File: config.mk
export PLATFORM = sky130hd
export DESIGN_NAME = rp_analog_top
export DESIGN_NICKNAME = d
export VERILOG_FILES = /design/src/hw/rp_analog_pkg.sv /design/src/hw/adc_frontend.sv /design/src/hw/dac_chan_mix.sv /design/src/hw/dac_formatter.sv /design/src/hw/housekeeping_regs.sv /design/src/hw/rp_analog_top.sv
export SDC_FILE = /design/constraint.sdc
export NUM_CORES = 1
export LEC_CHECK = 0
export BUFFER_PORTS_ARGS = -buffer_cell sky130_fd_sc_hd__clkbuf_2
export CORE_MARGIN = 5
export CORE_UTILIZATION = 40
export CTS_BUF_LIST = sky130_fd_sc_hd__clkbuf_8
export DETAILED_ROUTE_END_ITERATION = 12
export GPL_TIMING_DRIVEN = 0
export HOLD_SLACK_MARGIN = 0.03
export SLEW_MARGIN = 10
export SYNTH_ARGS = -nofsm -noshare
export SYNTH_HDL_FRONTEND = slang
export SYNTH_SLANG_ARGS = --single-unit
File: constraint.sdc
create_clock -name adc_clk -period 3.5 [get_ports adc_clk]
set_input_delay 0.7 -clock adc_clk [delete_from_list [all_inputs] [get_ports adc_clk]]
set_output_delay 0.7 -clock adc_clk [all_outputs]
set_load 0.005 [all_outputs]
File: src/hw/rp_analog_pkg.sv
// analog datapath package
// widths, register map and the struct types shared by the datapath and the register block
`default_nettype none

package rp_analog_pkg;

  ////////////////////
  // datapath sizes
  ////////////////////

  localparam int unsigned N_CH  = 2;   // analog channels
  localparam int unsigned ADC_W = 16;  // adc sample width
  localparam int unsigned DAC_W = 14;  // dac sample width

  ////////////////////
  // axi4-lite and register map
  ////////////////////

  localparam int unsigned AXI_AW = 8;
  localparam int unsigned AXI_DW = 32;

  localparam logic [AXI_DW-1:0] ID_VALUE    = 32'h52500A01;
  localparam logic [AXI_AW-1:0] REG_ID      = 8'h00;  // read only
  localparam logic [AXI_AW-1:0] REG_LOOP    = 8'h04;  // bit 0 adc loop, bit 1 dac loop
  localparam logic [AXI_AW-1:0] REG_CH_BASE = 8'h10;  // one word per channel
  localparam int unsigned       CH_FB_BIT   = 16;     // feedback enable in channel word

  localparam logic [1:0] RESP_OKAY   = 2'b00;
  localparam logic [1:0] RESP_SLVERR = 2'b10;

  // sample types
  typedef logic signed [ADC_W-1:0] adc_sample_t;
  typedef logic signed [DAC_W-1:0] dac_sample_t;

  typedef struct packed {
    dac_sample_t level;  // dc level of the generator
    logic        fb_en;  // pass adc sample into the mix
  } chan_cfg_t;

  typedef struct packed {
    logic dac_loop;  // adc lane straight onto dac pins
    logic adc_loop;  // mix result back into the front end
  } loop_cfg_t;

  // master driven half of the bus
  typedef struct packed {
    logic                  awvalid;
    logic [AXI_AW-1:0]     awaddr;
    logic                  wvalid;
    logic [AXI_DW-1:0]     wdata;
    logic [AXI_DW/8-1:0]   wstrb;
    logic                  bready;
    logic                  arvalid;
    logic [AXI_AW-1:0]     araddr;
    logic                  rready;
  } axil_req_t;

  // slave driven half
  typedef struct packed {
    logic                  awready;
    logic                  wready;
    logic                  bvalid;
    logic [1:0]            bresp;
    logic                  arready;
    logic                  rvalid;
    logic [AXI_DW-1:0]     rdata;
    logic [1:0]            rresp;
  } axil_rsp_t;

endpackage : rp_analog_pkg

`default_nettype wire

File: src/hw/adc_frontend.sv
// adc front end
// converts raw negative-slope lanes to two's complement, with the adc-side digital loop
`timescale 1ns/1ps
`default_nettype none

module adc_frontend
  import rp_analog_pkg::*;
(
  input  wire logic                         adc_clk,
  input  wire logic                         rst_n_i,
  input  wire logic [N_CH-1:0][ADC_W-1:0]   adc_raw_i,   // raw lanes from the adc
  input  wire loop_cfg_t                    loop_i,
  input  wire dac_sample_t [N_CH-1:0]       mix_i,       // registered mix results
  output adc_sample_t [N_CH-1:0]            adc_conv_o,  // converted lanes
  output adc_sample_t [N_CH-1:0]            adc_dat_o    // sample seen by the mixers
);

  adc_sample_t [N_CH-1:0] conv;      // lane after conversion
  adc_sample_t [N_CH-1:0] loop_dat;  // mix scaled up to adc width
  adc_sample_t [N_CH-1:0] conv_q;
  adc_sample_t [N_CH-1:0] dat_q;

  ////////////////////
  // conversion
  ////////////////////

  always_comb begin
    for (int ch = 0; ch < N_CH; ch++) begin
      // msb kept, lower bits flipped
      conv[ch]     = {adc_raw_i[ch][ADC_W-1], ~adc_raw_i[ch][ADC_W-2:0]};
      loop_dat[ch] = {mix_i[ch], 2'b00};  // times four
    end
  end

  ////////////////////
  // input register
  ////////////////////

  always_ff @(posedge adc_clk or negedge rst_n_i) begin
    if (!rst_n_i) begin
      conv_q <= '0;
      dat_q  <= '0;
    end else begin
      conv_q <= conv;
      for (int ch = 0; ch < N_CH; ch++) begin
        dat_q[ch] <= loop_i.adc_loop ? loop_dat[ch] : conv[ch];  // digital loop select
      end
    end
  end

  assign adc_conv_o = conv_q;
  assign adc_dat_o  = dat_q;

endmodule : adc_frontend

`default_nettype wire

File: src/hw/dac_chan_mix.sv
// dac channel mixer
// adds the dc level to the feedback term and saturates to the dac range
`timescale 1ns/1ps
`default_nettype none

module dac_chan_mix
  import rp_analog_pkg::*;
(
  input  wire logic        adc_clk,
  input  wire logic        rst_n_i,
  input  wire chan_cfg_t   cfg_i,
  input  wire adc_sample_t adc_dat_i,  // front end sample
  output dac_sample_t      mix_o
);

  dac_sample_t            fb_term;  // feedback part
  logic signed [DAC_W:0]  sum;      // one bit headroom
  dac_sample_t            sat;
  dac_sample_t            mix_q;

  always_comb begin
    // upper bits of the sample, or nothing
    fb_term = cfg_i.fb_en ? adc_dat_i[ADC_W-1 -: DAC_W] : '0;
    sum     = {cfg_i.level[DAC_W-1], cfg_i.level} + {fb_term[DAC_W-1], fb_term};
    if (sum[DAC_W] ^ sum[DAC_W-1]) begin
      sat = {sum[DAC_W], {(DAC_W-1){~sum[DAC_W]}}};  // clamp to 8191 or -8192
    end else begin
      sat = sum[DAC_W-1:0];
    end
  end

  // mix register
  always_ff @(posedge adc_clk or negedge rst_n_i) begin
    if (!rst_n_i) begin
      mix_q <= '0;
    end else begin
      mix_q <= sat;
    end
  end

  assign mix_o = mix_q;

endmodule : dac_chan_mix

`default_nettype wire

File: src/hw/dac_formatter.sv
// dac output formatter
// signed samples to negative-slope offset code, dac-side loop in the output register
`timescale 1ns/1ps
`default_nettype none

module dac_formatter
  import rp_analog_pkg::*;
(
  input  wire logic                       adc_clk,
  input  wire logic                       rst_n_i,
  input  wire loop_cfg_t                  loop_i,
  input  wire dac_sample_t [N_CH-1:0]     mix_i,       // saturated channel results
  input  wire adc_sample_t [N_CH-1:0]     adc_conv_i,  // converted adc lanes
  output logic [N_CH-1:0][DAC_W-1:0]      dac_code_o   // to the dac pins
);

  // code of sample zero
  localparam logic [DAC_W-1:0] CODE_ZERO = {1'b0, {(DAC_W-1){1'b1}}};

  logic [N_CH-1:0][DAC_W-1:0] code;   // converted mix
  logic [N_CH-1:0][DAC_W-1:0] code_q;

  always_comb begin
    for (int ch = 0; ch < N_CH; ch++) begin
      // msb kept, lower 13 bits flipped
      code[ch] = {mix_i[ch][DAC_W-1], ~mix_i[ch][DAC_W-2:0]};
    end
  end

  ////////////////////
  // output register
  ////////////////////

  always_ff @(posedge adc_clk or negedge rst_n_i) begin
    if (!rst_n_i) begin
      code_q <= {N_CH{CODE_ZERO}};
    end else begin
      for (int ch = 0; ch < N_CH; ch++) begin
        if (loop_i.dac_loop) begin
          code_q[ch] <= adc_conv_i[ch][ADC_W-1 -: DAC_W];  // no code conversion here
        end else begin
          code_q[ch] <= code[ch];
        end
      end
    end
  end

  assign dac_code_o = code_q;

endmodule : dac_formatter

`default_nettype wire

File: src/hw/housekeeping_regs.sv
// housekeeping register block
// axi4-lite slave with id, loopback and per channel level and feedback registers
`timescale 1ns/1ps
`default_nettype none

module housekeeping_regs
  import rp_analog_pkg::*;
(
  input  wire logic          adc_clk,
  input  wire logic          rst_n_i,
  input  wire axil_req_t     axil_req_i,
  output axil_rsp_t          axil_rsp_o,
  output loop_cfg_t          loop_o,
  output chan_cfg_t [N_CH-1:0] chan_cfg_o
);

  logic                        wr_acc;       // write handshake this cycle
  logic                        rd_acc;       // read handshake this cycle
  logic [N_CH-1:0]             wr_ch_sel;
  logic                        wr_hit;
  logic                        rd_hit;
  logic [AXI_DW-1:0]           loop_wr_word; // loop word after strobes
  logic [N_CH-1:0][AXI_DW-1:0] ch_wr_word;

  logic                        bvalid_q;
  logic                        rvalid_q;
  logic [1:0]                  bresp_q;
  logic [1:0]                  rresp_q;
  logic [AXI_DW-1:0]           rdata_q;

  loop_cfg_t                   loop_q;
  chan_cfg_t [N_CH-1:0]        chan_cfg_q;

  ////////////////////
  // helpers
  ////////////////////

  function automatic logic [AXI_DW-1:0] loop_word(input loop_cfg_t l);
    return {{(AXI_DW-2){1'b0}}, l.dac_loop, l.adc_loop};
  endfunction

  // level in the low bits, not sign extended
  function automatic logic [AXI_DW-1:0] ch_word(input chan_cfg_t c);
    logic [AXI_DW-1:0] w;
    w                = '0;
    w[DAC_W-1:0]     = c.level;
    w[CH_FB_BIT]     = c.fb_en;
    return w;
  endfunction

  function automatic logic [AXI_DW-1:0] merge_strb(input logic [AXI_DW-1:0]   old_w,
                                                   input logic [AXI_DW-1:0]   new_w,
                                                   input logic [AXI_DW/8-1:0] strb);
    logic [AXI_DW-1:0] w;
    w = old_w;
    for (int b = 0; b < AXI_DW/8; b++) begin
      if (strb[b]) w[8*b +: 8] = new_w[8*b +: 8];
    end
    return w;
  endfunction

  function automatic logic [N_CH-1:0] ch_sel(input logic [AXI_AW-1:0] addr);
    logic [N_CH-1:0] sel;
    sel = '0;
    for (int n = 0; n < N_CH; n++) begin
      sel[n] = (addr == AXI_AW'(REG_CH_BASE + 4*n));
    end
    return sel;
  endfunction

  function automatic logic is_mapped(input logic [AXI_AW-1:0] addr);
    return (addr == REG_ID) || (addr == REG_LOOP) || (|ch_sel(addr));
  endfunction

  // read mux, zero outside the map
  function automatic logic [AXI_DW-1:0] rd_word(input logic [AXI_AW-1:0] addr);
    logic [AXI_DW-1:0] w;
    logic [N_CH-1:0]   sel;
    w   = '0;
    sel = ch_sel(addr);
    if (addr == REG_ID)   w = ID_VALUE;
    if (addr == REG_LOOP) w = loop_word(loop_q);
    for (int n = 0; n < N_CH; n++) begin
      if (sel[n]) w = ch_word(chan_cfg_q[n]);
    end
    return w;
  endfunction

  ////////////////////
  // decode
  ////////////////////

  assign wr_acc    = axil_req_i.awvalid & axil_req_i.wvalid & ~bvalid_q;  // aw and w together
  assign rd_acc    = axil_req_i.arvalid & ~rvalid_q;
  assign wr_ch_sel = ch_sel(axil_req_i.awaddr);
  assign wr_hit    = is_mapped(axil_req_i.awaddr);
  assign rd_hit    = is_mapped(axil_req_i.araddr);

  always_comb begin
    loop_wr_word = merge_strb(loop_word(loop_q), axil_req_i.wdata, axil_req_i.wstrb);
    for (int n = 0; n < N_CH; n++) begin
      ch_wr_word[n] = merge_strb(ch_word(chan_cfg_q[n]), axil_req_i.wdata, axil_req_i.wstrb);
    end
  end

  ////////////////////
  // config registers
  ////////////////////

  // updated on the edge where bvalid rises
  always_ff @(posedge adc_clk or negedge rst_n_i) begin
    if (!rst_n_i) begin
      loop_q     <= '0;
      chan_cfg_q <= '0;
    end else if (wr_acc) begin
      if (axil_req_i.awaddr == REG_LOOP) begin
        loop_q.adc_loop <= loop_wr_word[0];
        loop_q.dac_loop <= loop_wr_word[1];
      end
      for (int n = 0; n < N_CH; n++) begin
        if (wr_ch_sel[n]) begin
          chan_cfg_q[n].level <= ch_wr_word[n][DAC_W-1:0];
          chan_cfg_q[n].fb_en <= ch_wr_word[n][CH_FB_BIT];
        end
      end
    end
  end

  ////////////////////
  // responses
  ////////////////////

  always_ff @(posedge adc_clk or negedge rst_n_i) begin
    if (!rst_n_i) begin
      bvalid_q <= 1'b0;
      rvalid_q <= 1'b0;
    end else begin
      if (wr_acc)                     bvalid_q <= 1'b1;
      else if (axil_req_i.bready)     bvalid_q <= 1'b0;  // held until taken
      if (rd_acc)                     rvalid_q <= 1'b1;
      else if (axil_req_i.rready)     rvalid_q <= 1'b0;
    end
  end

  always_ff @(posedge adc_clk) begin
    if (wr_acc) begin
      bresp_q <= wr_hit ? RESP_OKAY : RESP_SLVERR;  // id write still okay
    end
    if (rd_acc) begin
      rresp_q <= rd_hit ? RESP_OKAY : RESP_SLVERR;
      rdata_q <= rd_word(axil_req_i.araddr);
    end
  end

  always_comb begin
    axil_rsp_o         = '0;
    axil_rsp_o.awready = wr_acc;  // single cycle pulse
    axil_rsp_o.wready  = wr_acc;
    axil_rsp_o.bvalid  = bvalid_q;
    axil_rsp_o.bresp   = bresp_q;
    axil_rsp_o.arready = rd_acc;
    axil_rsp_o.rvalid  = rvalid_q;
    axil_rsp_o.rdata   = rdata_q;
    axil_rsp_o.rresp   = rresp_q;
  end

  assign loop_o     = loop_q;
  assign chan_cfg_o = chan_cfg_q;

endmodule : housekeeping_regs

`default_nettype wire

File: src/hw/rp_analog_top.sv
// analog datapath top
// adc front end, per channel mixers, dac formatter and the housekeeping registers
`timescale 1ns/1ps
`default_nettype none

module rp_analog_top
  import rp_analog_pkg::*;
(
  input  wire logic                       adc_clk,
  input  wire logic                       rst_n_i,
  input  wire logic [N_CH-1:0][ADC_W-1:0] adc_raw_i,     // raw adc lanes
  input  wire axil_req_t                  s_axil_req_i,  // config bus
  output axil_rsp_t                       s_axil_rsp_o,
  output logic [N_CH-1:0][DAC_W-1:0]      dac_code_o     // dac lane n from channel n
);

  loop_cfg_t              loop_cfg;  // both digital loops
  chan_cfg_t [N_CH-1:0]   chan_cfg;
  adc_sample_t [N_CH-1:0] adc_conv;  // converted lanes for the dac loop
  adc_sample_t [N_CH-1:0] adc_dat;   // selected sample per channel
  dac_sample_t [N_CH-1:0] mix;       // registered mixer outputs

  ////////////////////
  // registers
  ////////////////////

  housekeeping_regs u_hk (
    .adc_clk    (adc_clk     ),
    .rst_n_i    (rst_n_i     ),
    .axil_req_i (s_axil_req_i),
    .axil_rsp_o (s_axil_rsp_o),
    .loop_o     (loop_cfg    ),
    .chan_cfg_o (chan_cfg    )
  );

  ////////////////////
  // adc side
  ////////////////////

  adc_frontend u_adc (
    .adc_clk    (adc_clk  ),
    .rst_n_i    (rst_n_i  ),
    .adc_raw_i  (adc_raw_i),
    .loop_i     (loop_cfg ),
    .mix_i      (mix      ),  // adc loop source
    .adc_conv_o (adc_conv ),
    .adc_dat_o  (adc_dat  )
  );

  ////////////////////
  // channel mixers
  ////////////////////

  for (genvar g = 0; g < N_CH; g++) begin : g_mix
    dac_chan_mix u_mix (
      .adc_clk   (adc_clk    ),
      .rst_n_i   (rst_n_i    ),
      .cfg_i     (chan_cfg[g]),
      .adc_dat_i (adc_dat[g] ),
      .mix_o     (mix[g]     )
    );
  end : g_mix

  ////////////////////
  // dac side
  ////////////////////

  dac_formatter u_dac (
    .adc_clk    (adc_clk   ),
    .rst_n_i    (rst_n_i   ),
    .loop_i     (loop_cfg  ),
    .mix_i      (mix       ),
    .adc_conv_i (adc_conv  ),  // dac loop source
    .dac_code_o (dac_code_o)
  );

endmodule : rp_analog_top

`default_nettype wire

# After elaboration in Yosys (flattened, before gate mapping)
# Cells that the tools add are included.
[totals]
reg_bits = 189
out_inout_bits = 69
latchBits = 0
memories = 0
ramBits = 0
inputBits = 91
romBits = 0
wordCells = 79
[classes]
muxes = 18
div = 0
n_mul = 0
n_addsub = 2
order_cmp = 0
eq_ne = 6
n_bitwise = 13
reduce_logical = 18
n_shift = 0
[op_table]
columns = ["op", "n"]
rows = [
  ["$mux W14", 6],
  ["$mux W17", 3],
  ["$eq A8 B5 Y1 const B", 4],
  ["$mux W16", 2],
  ["$mux W31", 1],
  ["$add A14 B14 Y15", 2],
  ["$not A15 Y15", 2],
  ["$not A13 Y13", 2],
  ["$reduce_and A3 Y1", 7],
  ["$eq A8 B3 Y1 const B", 2],
  ["$logic_not A8 Y1", 2],
  ["$logic_or A1 B1 Y1", 4],
  ["$mux W1", 4],
  ["$mux W2", 2],
  ["$not A1 Y1", 4],
  ["$reduce_bool A2 Y1", 2],
  ["$reduce_or A2 Y1", 2],
  ["$and A1 B1 Y1", 3],
  ["$reduce_or A3 Y1", 1],
  ["$xor A1 B1 Y1", 2],
]

# Depth between registers and ports, before layout
# Gate-level depths: netlist of the first run.
[depth]
depth_word = 5
mapped_depth = 12
depth_no_buf = 10

# Modules after synthesis
# Synthesis of the first run repeated with hierarchy kept, for this count alone.
[unflattened]
hier_cells = 709
hier_area_um2 = 8241.7
[by_module_without_submodules]
columns = ["mod", "instances", "area_per_inst_um2", "cells_per_inst", "seq_area_each_um2"]
rows = [
  ["housekeeping_regs", 1, 2453.6, 183, 1391.3],
  ["adc_frontend", 1, 2031.9, 158, 1601.5],
  ["dac_chan_mix at g_mix[0].u_mix", 1, 1393.8, 148, 350.3],
  ["dac_chan_mix at g_mix[1].u_mix", 1, 1228.7, 132, 350.3],
  ["dac_formatter", 1, 1133.6, 88, 733.2],
]

# Least setup slack after synthesis of the first run
# OpenSTA, ideal clock, no wires.
[synth_path]
kind = "register -> register"
startpoint = "reg u_hk.chan_cfg_q, in the netlist u_hk.chan_cfg_o[0]"
endpoint = "reg g_mix[0].u_mix.mix_q[0]"
setup_time_ns = 0.136
required_ns = 3.364
period_less_slack_ns = 2.658
setup_slack_ns = 0.842
t_arrival_ns = 2.522
path_buffers = 0
stages_incl_launch_ff = 11
cell_sequence = "dfrtp_1 -> and2_1 -> ha_1 -> fa_1 -> a21o_1 -> a221oi_4 -> nor3b_2 -> a211oi_4 -> nor2_2 -> o211ai_1 -> o31ai_1"
[synth_between]
elab_chain_cells = 4
elab_cells_between_ends = 5
classes_between = "1 x add/sub; 2 x mux; 2 x bitwise"
[synth_rtl]
columns = ["element", "line", "text"]
rows = [
  ["start: declaration", "housekeeping_regs.sv:32", "chan_cfg_t [N_CH-1:0] chan_cfg_q;"],
  ["$mux W14 *", "dac_chan_mix.sv:23", "fb_term = cfg_i.fb_en ? adc_dat_i[ADC_W-1 -: DAC_W] : '0;"],
  ["$add A14 B14 Y15 *", "dac_chan_mix.sv:24", "sum = {cfg_i.level[DAC_W-1], cfg_i.level} + {fb_term[DAC_W-1], fb_term};"],
  ["$xor A1 B1 Y1 / $not A1 Y1 (equally long branches)", "dac_chan_mix.sv:25, dac_chan_mix.sv:26", ""],
  ["$mux W14 *", "dac_chan_mix.sv:25", "if (sum[DAC_W] ^ sum[DAC_W-1]) begin"],
  ["named net g_mix[0].u_mix.sat[0]", "dac_chan_mix.sv:18", "dac_sample_t sat;"],
  ["end signal: assignment", "dac_chan_mix.sv:37", "mix_q <= sat;"],
  ["end: declaration", "dac_chan_mix.sv:19", "dac_sample_t mix_q;"],
]
# The timed path passes the listed nets; every way through them passes the cells marked *.
# A chain may end at the register's enable or synchronous reset.

# Worst setup path after layout of the first run
[layout_path]
startpoint = "reg u_hk.chan_cfg_q, in the netlist u_hk.chan_cfg_o[15]"
endpoint = "reg g_mix[1].u_mix.mix_q[9]"
[layout_between]
elab_chain_cells = 4
elab_cells_between_ends = 5
classes_between = "1 x add/sub; 2 x mux; 2 x bitwise"
[layout_rtl]
columns = ["element", "line"]
rows = [
  ["$mux W14 *", "dac_chan_mix.sv:23"],
  ["$add A14 B14 Y15 *", "dac_chan_mix.sv:24"],
  ["$xor A1 B1 Y1 / $not A1 Y1 (equally long branches)", "dac_chan_mix.sv:25, dac_chan_mix.sv:26"],
  ["$mux W14 *", "dac_chan_mix.sv:25"],
  ["named net g_mix[1].u_mix.sat[9]", "dac_chan_mix.sv:18"],
  ["end signal: assignment", "dac_chan_mix.sv:37"],
  ["end: declaration", "dac_chan_mix.sv:19"],
]
# Marks and branches as above.

==> results.toml, run 1 <==
[routing]
vias_per_cell = 4.982
firstDrtPassIters = 5
vias = 5699
drc = 0
dr.first_iter.drc_count = 335
routed_wl_mm = 19.16
detail_route.wl_per_cell_um = 16.75
antenna_left = 0

[logic_synthesis]
ys_ff_latch = 164
yosysWarnings = 0
synth.avg_cell_area_um2 = 11.28
ys.flop_type = "dfrtp_1"
yosysMostFrequentCell = "dfrtp_1"
synth_edf_count = 18
synth_top_area_share_pct = 37.54
ys_seq_area_share_pct = 52.84
synth_top_area_cell = "dfrtp_1"
ys_types = 75
synthArstFlopShare_pct = 89.02
synthCells = 709
yosys-top-cells-area = "dfrtp_1 38%, mux2_2 8.9%, dfstp_2 8.5%"
synthTopCellsByCount = "120 x dfrtp_1, 63 x mux2_2, 61 x nand2_1, 41 x o21ai_0, 35 x inv_1"
syn-cell-area_um2 = 7999

[clock_tree]
postCtsSetupBuffers = 0
path_clk_slew_ns = 0.09
htree_levels = 4
postCtsResizedCells = 0
cts_sinks = 164
cts_tree = "done"
cts_hold_buf = 0
cts_made_buffers = 17
cts-root-buf = "clkbuf_8"
clk_path_buf_depth = 2
clkLatencyLatePin_ns = 0.46

[global_route]
first_global_vias = 5660
track_usage_pct = 17.34
grt_overflow = 0
grt_antenna_before_repair = 1
grt_first_pass_wirelength_mm = 30.39
grt_max_degree = 97

[place]
post_dp_cell_area_um2 = 9049
port_buffers = 123
gp_congestion = 0.8559
dp_hpwl_mm = 14.54
post-place-ws_ns = 0.2779

[critical_path]
cp.arrival_ns = 3.54
crit_fanout = 8
crit_type = "reg2reg"
worstPathRequired_ns = 3.81
critPathCaptureType = "flip-flop"
cp-start-kind = "flip-flop"

[status]
status = "finished clean"

[floorplanning]
die_x_um = 151.4
die_area_um2 = 22930
ios = 160
start_util_pct = 40.83
core_um2 = 19590
row_count = 51
die_y_um = 151.4

[timing]
finalHoldViolations = 0
drv_slew = 0
worst_slack_ns = 0.2723
period_share_pct = 92.22
tightestPinTransition_ns = 0.7628
rsz0062_at_grt = "no"
final.min_clock_period_ns = 3.228
skew_ns = 0.01083
hold_slack_ns = 0.1781
fmax_mhz = 309.8
finalSetupViolations = 0
timing.slew.headroom_pct = 49.15

[layout]
diodes = 0
nets = 987
drive_above_1_share_pct = 34.36
area_growth_pct = 18.49
utilization_pct = 48.38
fin_area_um2 = 9478

[power]
comb_power_share_pct = 6.5
seqPwrFrac_pct = 54.2
pwr-share-clk_pct = 39.3
power.density_nw_per_um2 = 394.5
p_switching_w = 0.0008661
peakVddDrop_v = 0.0002053
p_total_w = 0.003739
swShare_pct = 23.16
p_leak_nw = 4.502
p_int_w = 0.002873

[job]
max_cap_violations = 0

[min_path]
hold_class = "in2async"
-- state kept, by name, indices dropped and copies added (netlist names), 2 cells and up --
name / flops
u_dac.dac_code_o: 28
u_hk.loop_o: 2
u_adc.adc_conv_o: 28
g_mix.u_mix.mix_o: 28
u_hk.rdata_q: 16
u_hk.chan_cfg_o: 30
u_adc.adc_dat_o: 28
-- cells in the final DEF (no fill, tap or decap), types with 4 or more instances in the layout --
cell / Yosys / layout
dfrtp_1: 120 / 120
and2_1: 31 / 31
a21o_1: 11 / 11
clkbuf_2: 1 / 123
conb_1: 1 / 14
or3_1: 4 / 4
nand2_1: 61 / 61
mux2_2: 63 / 63
o21bai_1: 4 / 4
inv_1: 35 / 35
edfxtp_1: 18 / 18
clkbuf_8: 0 / 21
o211ai_1: 9 / 9
nor2_1: 34 / 34
nor2_2: 4 / 4
a22o_1: 11 / 11
ha_1: 28 / 28
nor3_1: 11 / 11
buf_4: 23 / 23
o21a_1: 6 / 6
o21ai_0: 41 / 41
xor2_1: 8 / 8
dfstp_2: 26 / 26
a21oi_1: 30 / 30
xnor2_1: 9 / 9
a31oi_1: 8 / 8
buf_2: 5 / 5
nand3_1: 14 / 14
clkbuf_1: 18 / 18
-- worst max-delay path: stages (launching register included) --
cell	delay (ns)
dfrtp_1	0.48
and2_1	0.19
ha_1	0.21
fa_1	0.46
a21oi_1	0.25
o221a_2	0.27
o221ai_1	0.16
a21oi_2	0.35
nor2_2	0.15
a21oi_1	0.39
nand2_1	0.16
-- power by group through the flow --
stage / clock network [W] / logic, W / registers [W]
final: 0.00147 / 0.000243 / 0.00203
after global routing: 0.00160 / 0.000278 / 0.00203
after CTS: 0.00151 / 0.000249 / 0.00203
after detailed placement: 0 / 0.000248 / 0.00206
after global placement: 0 / 0.000238 / 0.00206
after floorplan: 0 / 0.000108 / 0.00206
-- final cells by class --
| type | instances | area (um2) |
|---|---|---|
| Multi-Input combinational cell | 474 | 3415 |
| Buffer | 49 | 277.8 |
| Inverter | 35 | 131.4 |
| Clock buffer | 20 | 275.3 |
| Sequential cell | 164 | 4227 |
| Tap cell | 265 | 331.6 |
| Fill cell | 1826 | 10110 |
| Timing Repair Buffer | 125 | 666.9 |
| Clock inverter | 12 | 153.9 |
-- cells by family after synthesis --
family | count (synthesis) | synth area share, %
buf+inv | 84 | 5.115
other cells | 1 | 0.04688
simple gates | 187 | 12.08
compound gates | 160 | 13.92
fa+ha+maj | 30 | 4.880
mux | 66 | 9.260
xor+xnor | 17 | 1.862
flops | 164 | 52.84
-- path summary, 6_finish.rpt --
| kind | start | endpoint | slack (ns) | cells past startpoint |
|---|---|---|---|---|
| max in group asynchronous | rst_n_i | u_dac.dac_code_o[26] | 2.50 | 2 |
| min in group adc_clk | adc_raw_i[15] | u_adc.adc_conv_o[15] | 0.37 | 1 |
| hold / removal | rst_n_i | u_adc.adc_conv_o[12] | 0.18 | 1 |
| setup / recovery | u_hk.chan_cfg_o[15] | g_mix[1].u_mix.mix_o[9] | 0.27 | 10 |
| hold reg to reg | g_mix[0].u_mix.mix_o[11] | u_dac.dac_code_o[11] | 0.40 | 1 |
| setup reg to reg | u_hk.chan_cfg_o[15] | g_mix[1].u_mix.mix_o[9] | 0.27 | 10 |
-- layer usage --
metal  routed length (um)  track usage, %  vias up
met5                   19               0        -
met4                  248           4.669        2
met3                 1227           4.608       20
met2                 8327           25.83      155
met1                 9337           25.03     2718
li1                     -               -     2804
-- stage by stage --
| step | setup TNS, ns | instances |
|---|---|---|
| 6_report | 0 | 1144 |
| 5_1_grt | 0 | 1144 |
| 4_1_cts | 0 | 1144 |
| 3_5_place_dp | 0 | 1112 |
| 3_3_place_gp | -87.60 | 1110 |
| 2_1_floorplan | 0 | 722 |
Power figures use the tool's default switching activity.
==> run 2, diff against run 1 <==
CORE_UTILIZATION = 57   (was 40)
PLACE_DENSITY = 0.82   (was unset)
==> run 2 against run 1 <==
  * Register-to-register slack got worse by 0.04 ns
  * Clock skew up 0.00051 ns
  * Non-clock buffer count is the same
  * Core utilization is 20 points higher
  * Largest power group unchanged
==> results.toml, run 2 (same netlist as run 1, synthesis figures left out) <==
[floorplanning]
ios = 160
core_um2 = 13830
row_count = 43
die_y_um = 128.5
start_util_pct = 57.85
die_area_um2 = 16500
die_x_um = 128.5

[layout]
nets = 987
drive_above_1_share_pct = 34.02
instances_no_fill = 1059
largest_reg_flops = 30
layout_commonest_cell = "clkbuf_2"
mostFrequentLayoutCells = "123 x clkbuf_2, 120 x dfrtp_1, 63 x mux2_2"
area_growth_pct = 17.64
n_fill_cell = 1031
fin_area_um2 = 9410
diodes = 0

[critical_path]
crit_type = "reg2reg"
path_cells = "clkbuf_1 > and2_1 > ha_1 > a21o_1 > a221oi_4 > nor3b_2 > a211oi_4 > nor2_2 > o211ai_1 > o31ai_1"
cp-start-kind = "flip-flop"
crit_family = "compound AO/OA/AOI/OAI gates"
cp.arrival_ns = 3.60
critPathCaptureType = "flip-flop"
worstPathRequired_ns = 3.83
crit_fanout = 10
critPathBufInv = 1
cpMaxStageDelayCell = "a211oi_4"
max_stage_delay_ns = 0.46

[timing]
fmax_mhz = 305.8
final.min_clock_period_ns = 3.270
finalHoldViolations = 0
rsz0062_at_grt = "no"
finalSetupViolations = 0
hold_slack_ns = 0.1693
drv_slew = 0
skew_ns = 0.01134
timing.slew.headroom_pct = 51.64
period_share_pct = 93.43
tightestPinTransition_ns = 0.7254

[routing]
vias_per_cell = 5.557
vias = 5885
routed_wl_mm = 18.86
firstDrtPassIters = 5
drc = 0
detail_route.wl_per_cell_um = 17.81
dr.first_iter.drc_count = 500
antenna_left = 0

[global_route]
grt_antenna_before_repair = 0
grt_max_degree = 99
grt_first_pass_wirelength_mm = 30.17
grt_overflow = 0
track_usage_pct = 23.73
first_global_vias = 5935

[place]
post_dp_cell_area_um2 = 8939
gp_congestion = 0.9156
placedCellCount = 1027
dp_hpwl_mm = 14.18
port_buffers = 123

[clock_tree]
cts_made_buffers = 17
path_clk_slew_ns = 0.08
postCtsSetupBuffers = 0
clk_path_buf_depth = 2
postCtsResizedCells = 0
cts-root-buf = "clkbuf_8"
cts_hold_buf = 0
clkLatencyLatePin_ns = 0.47
htree_levels = 4
cts_tree = "done"
cts_sinks = 164

[power]
p_leak_nw = 4.522
p_total_w = 0.003883
peakVddDrop_v = 0.0002743
power.density_nw_per_um2 = 412.6

[min_path]
hold_class = "in2async"

[status]
status = "finished clean"

[job]
max_cap_violations = 0
run 2: changes by cell type in the layout (fill, tap and decap cells not counted):
| cell | delta |
|---|---|
| buf_6 | +1 |
| buf_8 | -1 |
| bufinv_16 | +3 |
| clkbuf_8 | -3 |
| clkinv_1 | +2 |
| clkinv_2 | -2 |
| clkinvlp_4 | -1 |
| inv_1 | +1 |
run 2: path summary, 6_finish.rpt:
kind,to,from,slack [ns],depth (start not counted)
min,u_adc.adc_conv_o[13],rst_n_i,0.17,1
max reg2reg,g_mix[0].u_mix.mix_o[0],u_hk.chan_cfg_o[0],0.23,10
min in group adc_clk,u_adc.adc_conv_o[15],adc_raw_i[15],0.36,1
min reg2reg,u_dac.dac_code_o[14],g_mix[1].u_mix.mix_o[0],0.41,1
max in group asynchronous,u_dac.dac_code_o[21],rst_n_i,2.52,2
max,g_mix[0].u_mix.mix_o[0],u_hk.chan_cfg_o[0],0.23,10
run 2: per-stage QoR:
step | TNS (ns) | worst slack, ns | utilization (%)
2_1_floorplan | 0 | 0.8422 | -
3_3_place_gp | -65.53 | -0.5589 | 64.28
3_5_place_dp | 0 | 0.3404 | 64.65
4_1_cts | 0 | 0.2670 | 68.06
5_1_grt | 0 | 0.03151 | 68.06
6_report | 0 | 0.2299 | 68.06
run 2: area by class of cell:
class                      instances  area [um2]  share of cell area, %
inverter                          35       131.4                  1.396
tap                              180       225.2                  2.393
sequential                       164        4227                  44.91
timing repair buffer             125       663.1                  7.047
clock buffer                      17       234.0                  2.486
clock inverter                    15       237.7                  2.526
multi-input combinational        474        3415                  36.28
buffer                            49       277.8                  2.952
run 2: layer usage:
layer,wire (um),GRT usage [%],vias to the layer above
li1,-,-,2790
met1,8240,32.48,2843
met2,8658,36.84,213
met3,1513,6.185,39
met4,447,8.677,0
met5,0,0,-
run 2: where the power goes:
part | total, W | internal [W] | switching [W]
logic | 0.000243 | 0.000112 | 0.000131
clock network | 0.00161 | 0.000914 | 0.000700
registers | 0.00203 | 0.00200 | 0.0000275
run 2: worst reg2reg max path, stage by stage (launching register included):
cell and delay, ns:
dfrtp_1 0.45, clkbuf_1 0.37, and2_1 0.26, ha_1 0.30, a21o_1 0.22, a221oi_4 0.43
nor3b_2 0.14, a211oi_4 0.46, nor2_2 0.17, o211ai_1 0.22, o31ai_1 0.11
==> run 3, diff against run 2 <==
--- a/config.mk
+++ b/config.mk
@@ -12,5 +12,5 @@
 export DETAILED_ROUTE_END_ITERATION = 12
-export GPL_TIMING_DRIVEN = 0
 export HOLD_SLACK_MARGIN = 0.03
 export PLACE_DENSITY = 0.82
+export SETUP_SLACK_MARGIN = 0.05
 export SLEW_MARGIN = 10
==> constraint.sdc (replaced) <==
create_clock -name adc_clk -period 3.5 [get_ports adc_clk]
set_input_delay 0.875 -clock adc_clk [delete_from_list [all_inputs] [get_ports adc_clk]]
set_output_delay 0.875 -clock adc_clk [all_outputs]
set_load 0.005 [all_outputs]
==> run 3 against run 2 <==
  * Core utilization decreased by 2.0 points
  * Combinational power decreased by 11%
  * Sequential power about the same
  * Sequential share of layout area increased by 1.4 points
  * Critical path type unchanged
  * Cell area decreased by 3.0%
  * Setup slack improved by 0.15 ns
  * Wire length decreased by 3.0%
  * Largest cell class unchanged
  * Power decreased by 4.3%
==> results.toml, run 3 (same netlist as run 1, synthesis figures left out) <==
[timing]
final.min_clock_period_ns = 3.124
finalSetupViolations = 0
period_share_pct = 89.27
drv_slew = 0
finalHoldViolations = 0
skew_ns = 0.01206
fmax_mhz = 320.1
timing.slew.headroom_pct = 34.29
tightestPinTransition_ns = 0.9857
finalSetupTns_ns = 0
hold_slack_ns = 0.4117
rsz0062_at_grt = "no"

[global_route]
first_global_vias = 5736
grt_max_degree = 82
grt_antenna_before_repair = 0
grt_first_pass_wirelength_mm = 29.59
grt_overflow = 0
track_usage_pct = 23.07

[layout]
layout_commonest_cell = "clkbuf_2"
instances_no_fill = 1018
mostFrequentLayoutCells = "122 x clkbuf_2, 120 x dfrtp_1, 63 x mux2_2"
nets = 946
largest_reg_flops = 30
fin_area_um2 = 9128
utilization_pct = 66.01
diodes = 0
drive_above_1_share_pct = 33.17
area_growth_pct = 14.11
n_fill_cell = 1043

[floorplanning]
ios = 160
core_um2 = 13830
die_x_um = 128.5
die_y_um = 128.5
start_util_pct = 57.85
die_area_um2 = 16500
row_count = 43

[critical_path]
r2r_slack_ns = 0.38
crit_fanout = 8
cp.arrival_ns = 3.45
crit_end = "g_mix[1].u_mix.mix_o[7]"
cp-start-kind = "flip-flop"
startpoint = "u_hk.chan_cfg_o[15]"
worstReg2RegStart = "u_hk.chan_cfg_o[15]"
reg2reg_to = "g_mix[1].u_mix.mix_o[7]"
crit_type = "reg2reg"
ff2ff_path_depth = 10
worstPathRequired_ns = 3.83
critPathCaptureType = "flip-flop"

[place]
placedCellCount = 986
post_dp_cell_area_um2 = 8707
dp_hpwl_mm = 13.74
gp_congestion = 0.8515
port_buffers = 123

[routing]
vias = 5697
dr.first_iter.drc_count = 403
vias_per_cell = 5.596
routed_wl_mm = 18.29
antenna_left = 0
drc = 0
detail_route.wl_per_cell_um = 17.96
firstDrtPassIters = 5

[clock_tree]
clk_path_buf_depth = 2
cts_sinks = 164
cts_tree = "done"
path_clk_slew_ns = 0.09
clkLatencyLatePin_ns = 0.47
cts_made_buffers = 17
htree_levels = 4
postCtsSetupBuffers = 0
cts_hold_buf = 0
cts-root-buf = "clkbuf_8"
postCtsResizedCells = 0

[status]
status = "finished clean"

[min_path]
hold_depth = 1
min-delay-start = "g_mix[0].u_mix.mix_o[2]"
hold_class = "reg2reg"

[power]
p_leak_nw = 4.374
power.density_nw_per_um2 = 407.3
peakVddDrop_v = 0.0002357

[job]
max_cap_violations = 0
[run 3: cell types whose count changed in the layout (fill, tap and decap cells not counted), sizes merged]
cell      previous run  this run
inv                 36        40
clkinvlp             2         1
clkbuf             159       139
clkinv               6         5
buf                 32        11
bufinv               6         4
[run 3: report_power, final]
part	switching (W)	total, W	internal (W)
sequential	0.0000292	0.00203	0.00200
combinational	0.000125	0.000217	0.0000919
clock	0.000702	0.00147	0.000771
[run 3: worst min-delay path by stage]
stage | to | slack, ns
detailed placement | u_dac.dac_code_o[18] | 0.40
global route | u_dac.dac_code_o[2] | 0.44
CTS | u_dac.dac_code_o[2] | 0.42
global placement | u_dac.dac_code_o[18] | 0.40
floorplan | u_dac.dac_code_o[0] | 0.39
finish | u_dac.dac_code_o[2] | 0.41
[run 3: per-layer routing]
layer  up-vias  routed length (um)  GRT usage, %
met4         0                 228         6.055
met2       187                8303         35.00
met1      2790                8644         33.93
met3        20                1112         5.147
met5         -                   0             0
li1       2700                   -             -
[run 3: worst max-delay path, stage by stage (launching register included)]
cell and delay (ns):
dfrtp_1 0.43, and2_1 0.16, ha_1 0.21, fa_1 0.46, a21oi_1 0.27, o221a_2 0.27
o221ai_1 0.16, a21oi_2 0.36, nor2_2 0.15, a21oi_1 0.40, nand2_1 0.11
[run 3: cell type report]
class / count / area (um2) / area share (%)
Inverter: 35 / 131.4 / 1.439
Tap cell: 180 / 225.2 / 2.467
Sequential cell: 164 / 4227 / 46.31
Clock buffer: 17 / 234.0 / 2.563
Clock inverter: 15 / 186.4 / 2.042
Multi-Input combinational cell: 474 / 3415 / 37.41
Timing Repair Buffer: 133 / 709.4 / 7.772
[run 3: through the flow]
step / power (W) / setup slack, ns
6_report: 0.003717 / 0.3757
5_1_grt: 0.003858 / 0.1803
4_1_cts: 0.003746 / 0.3894
3_5_place_dp: 0.002286 / 0.3900
3_3_place_gp: 0.002274 / 0.4602
2_1_floorplan: 0.002165 / 0.6657
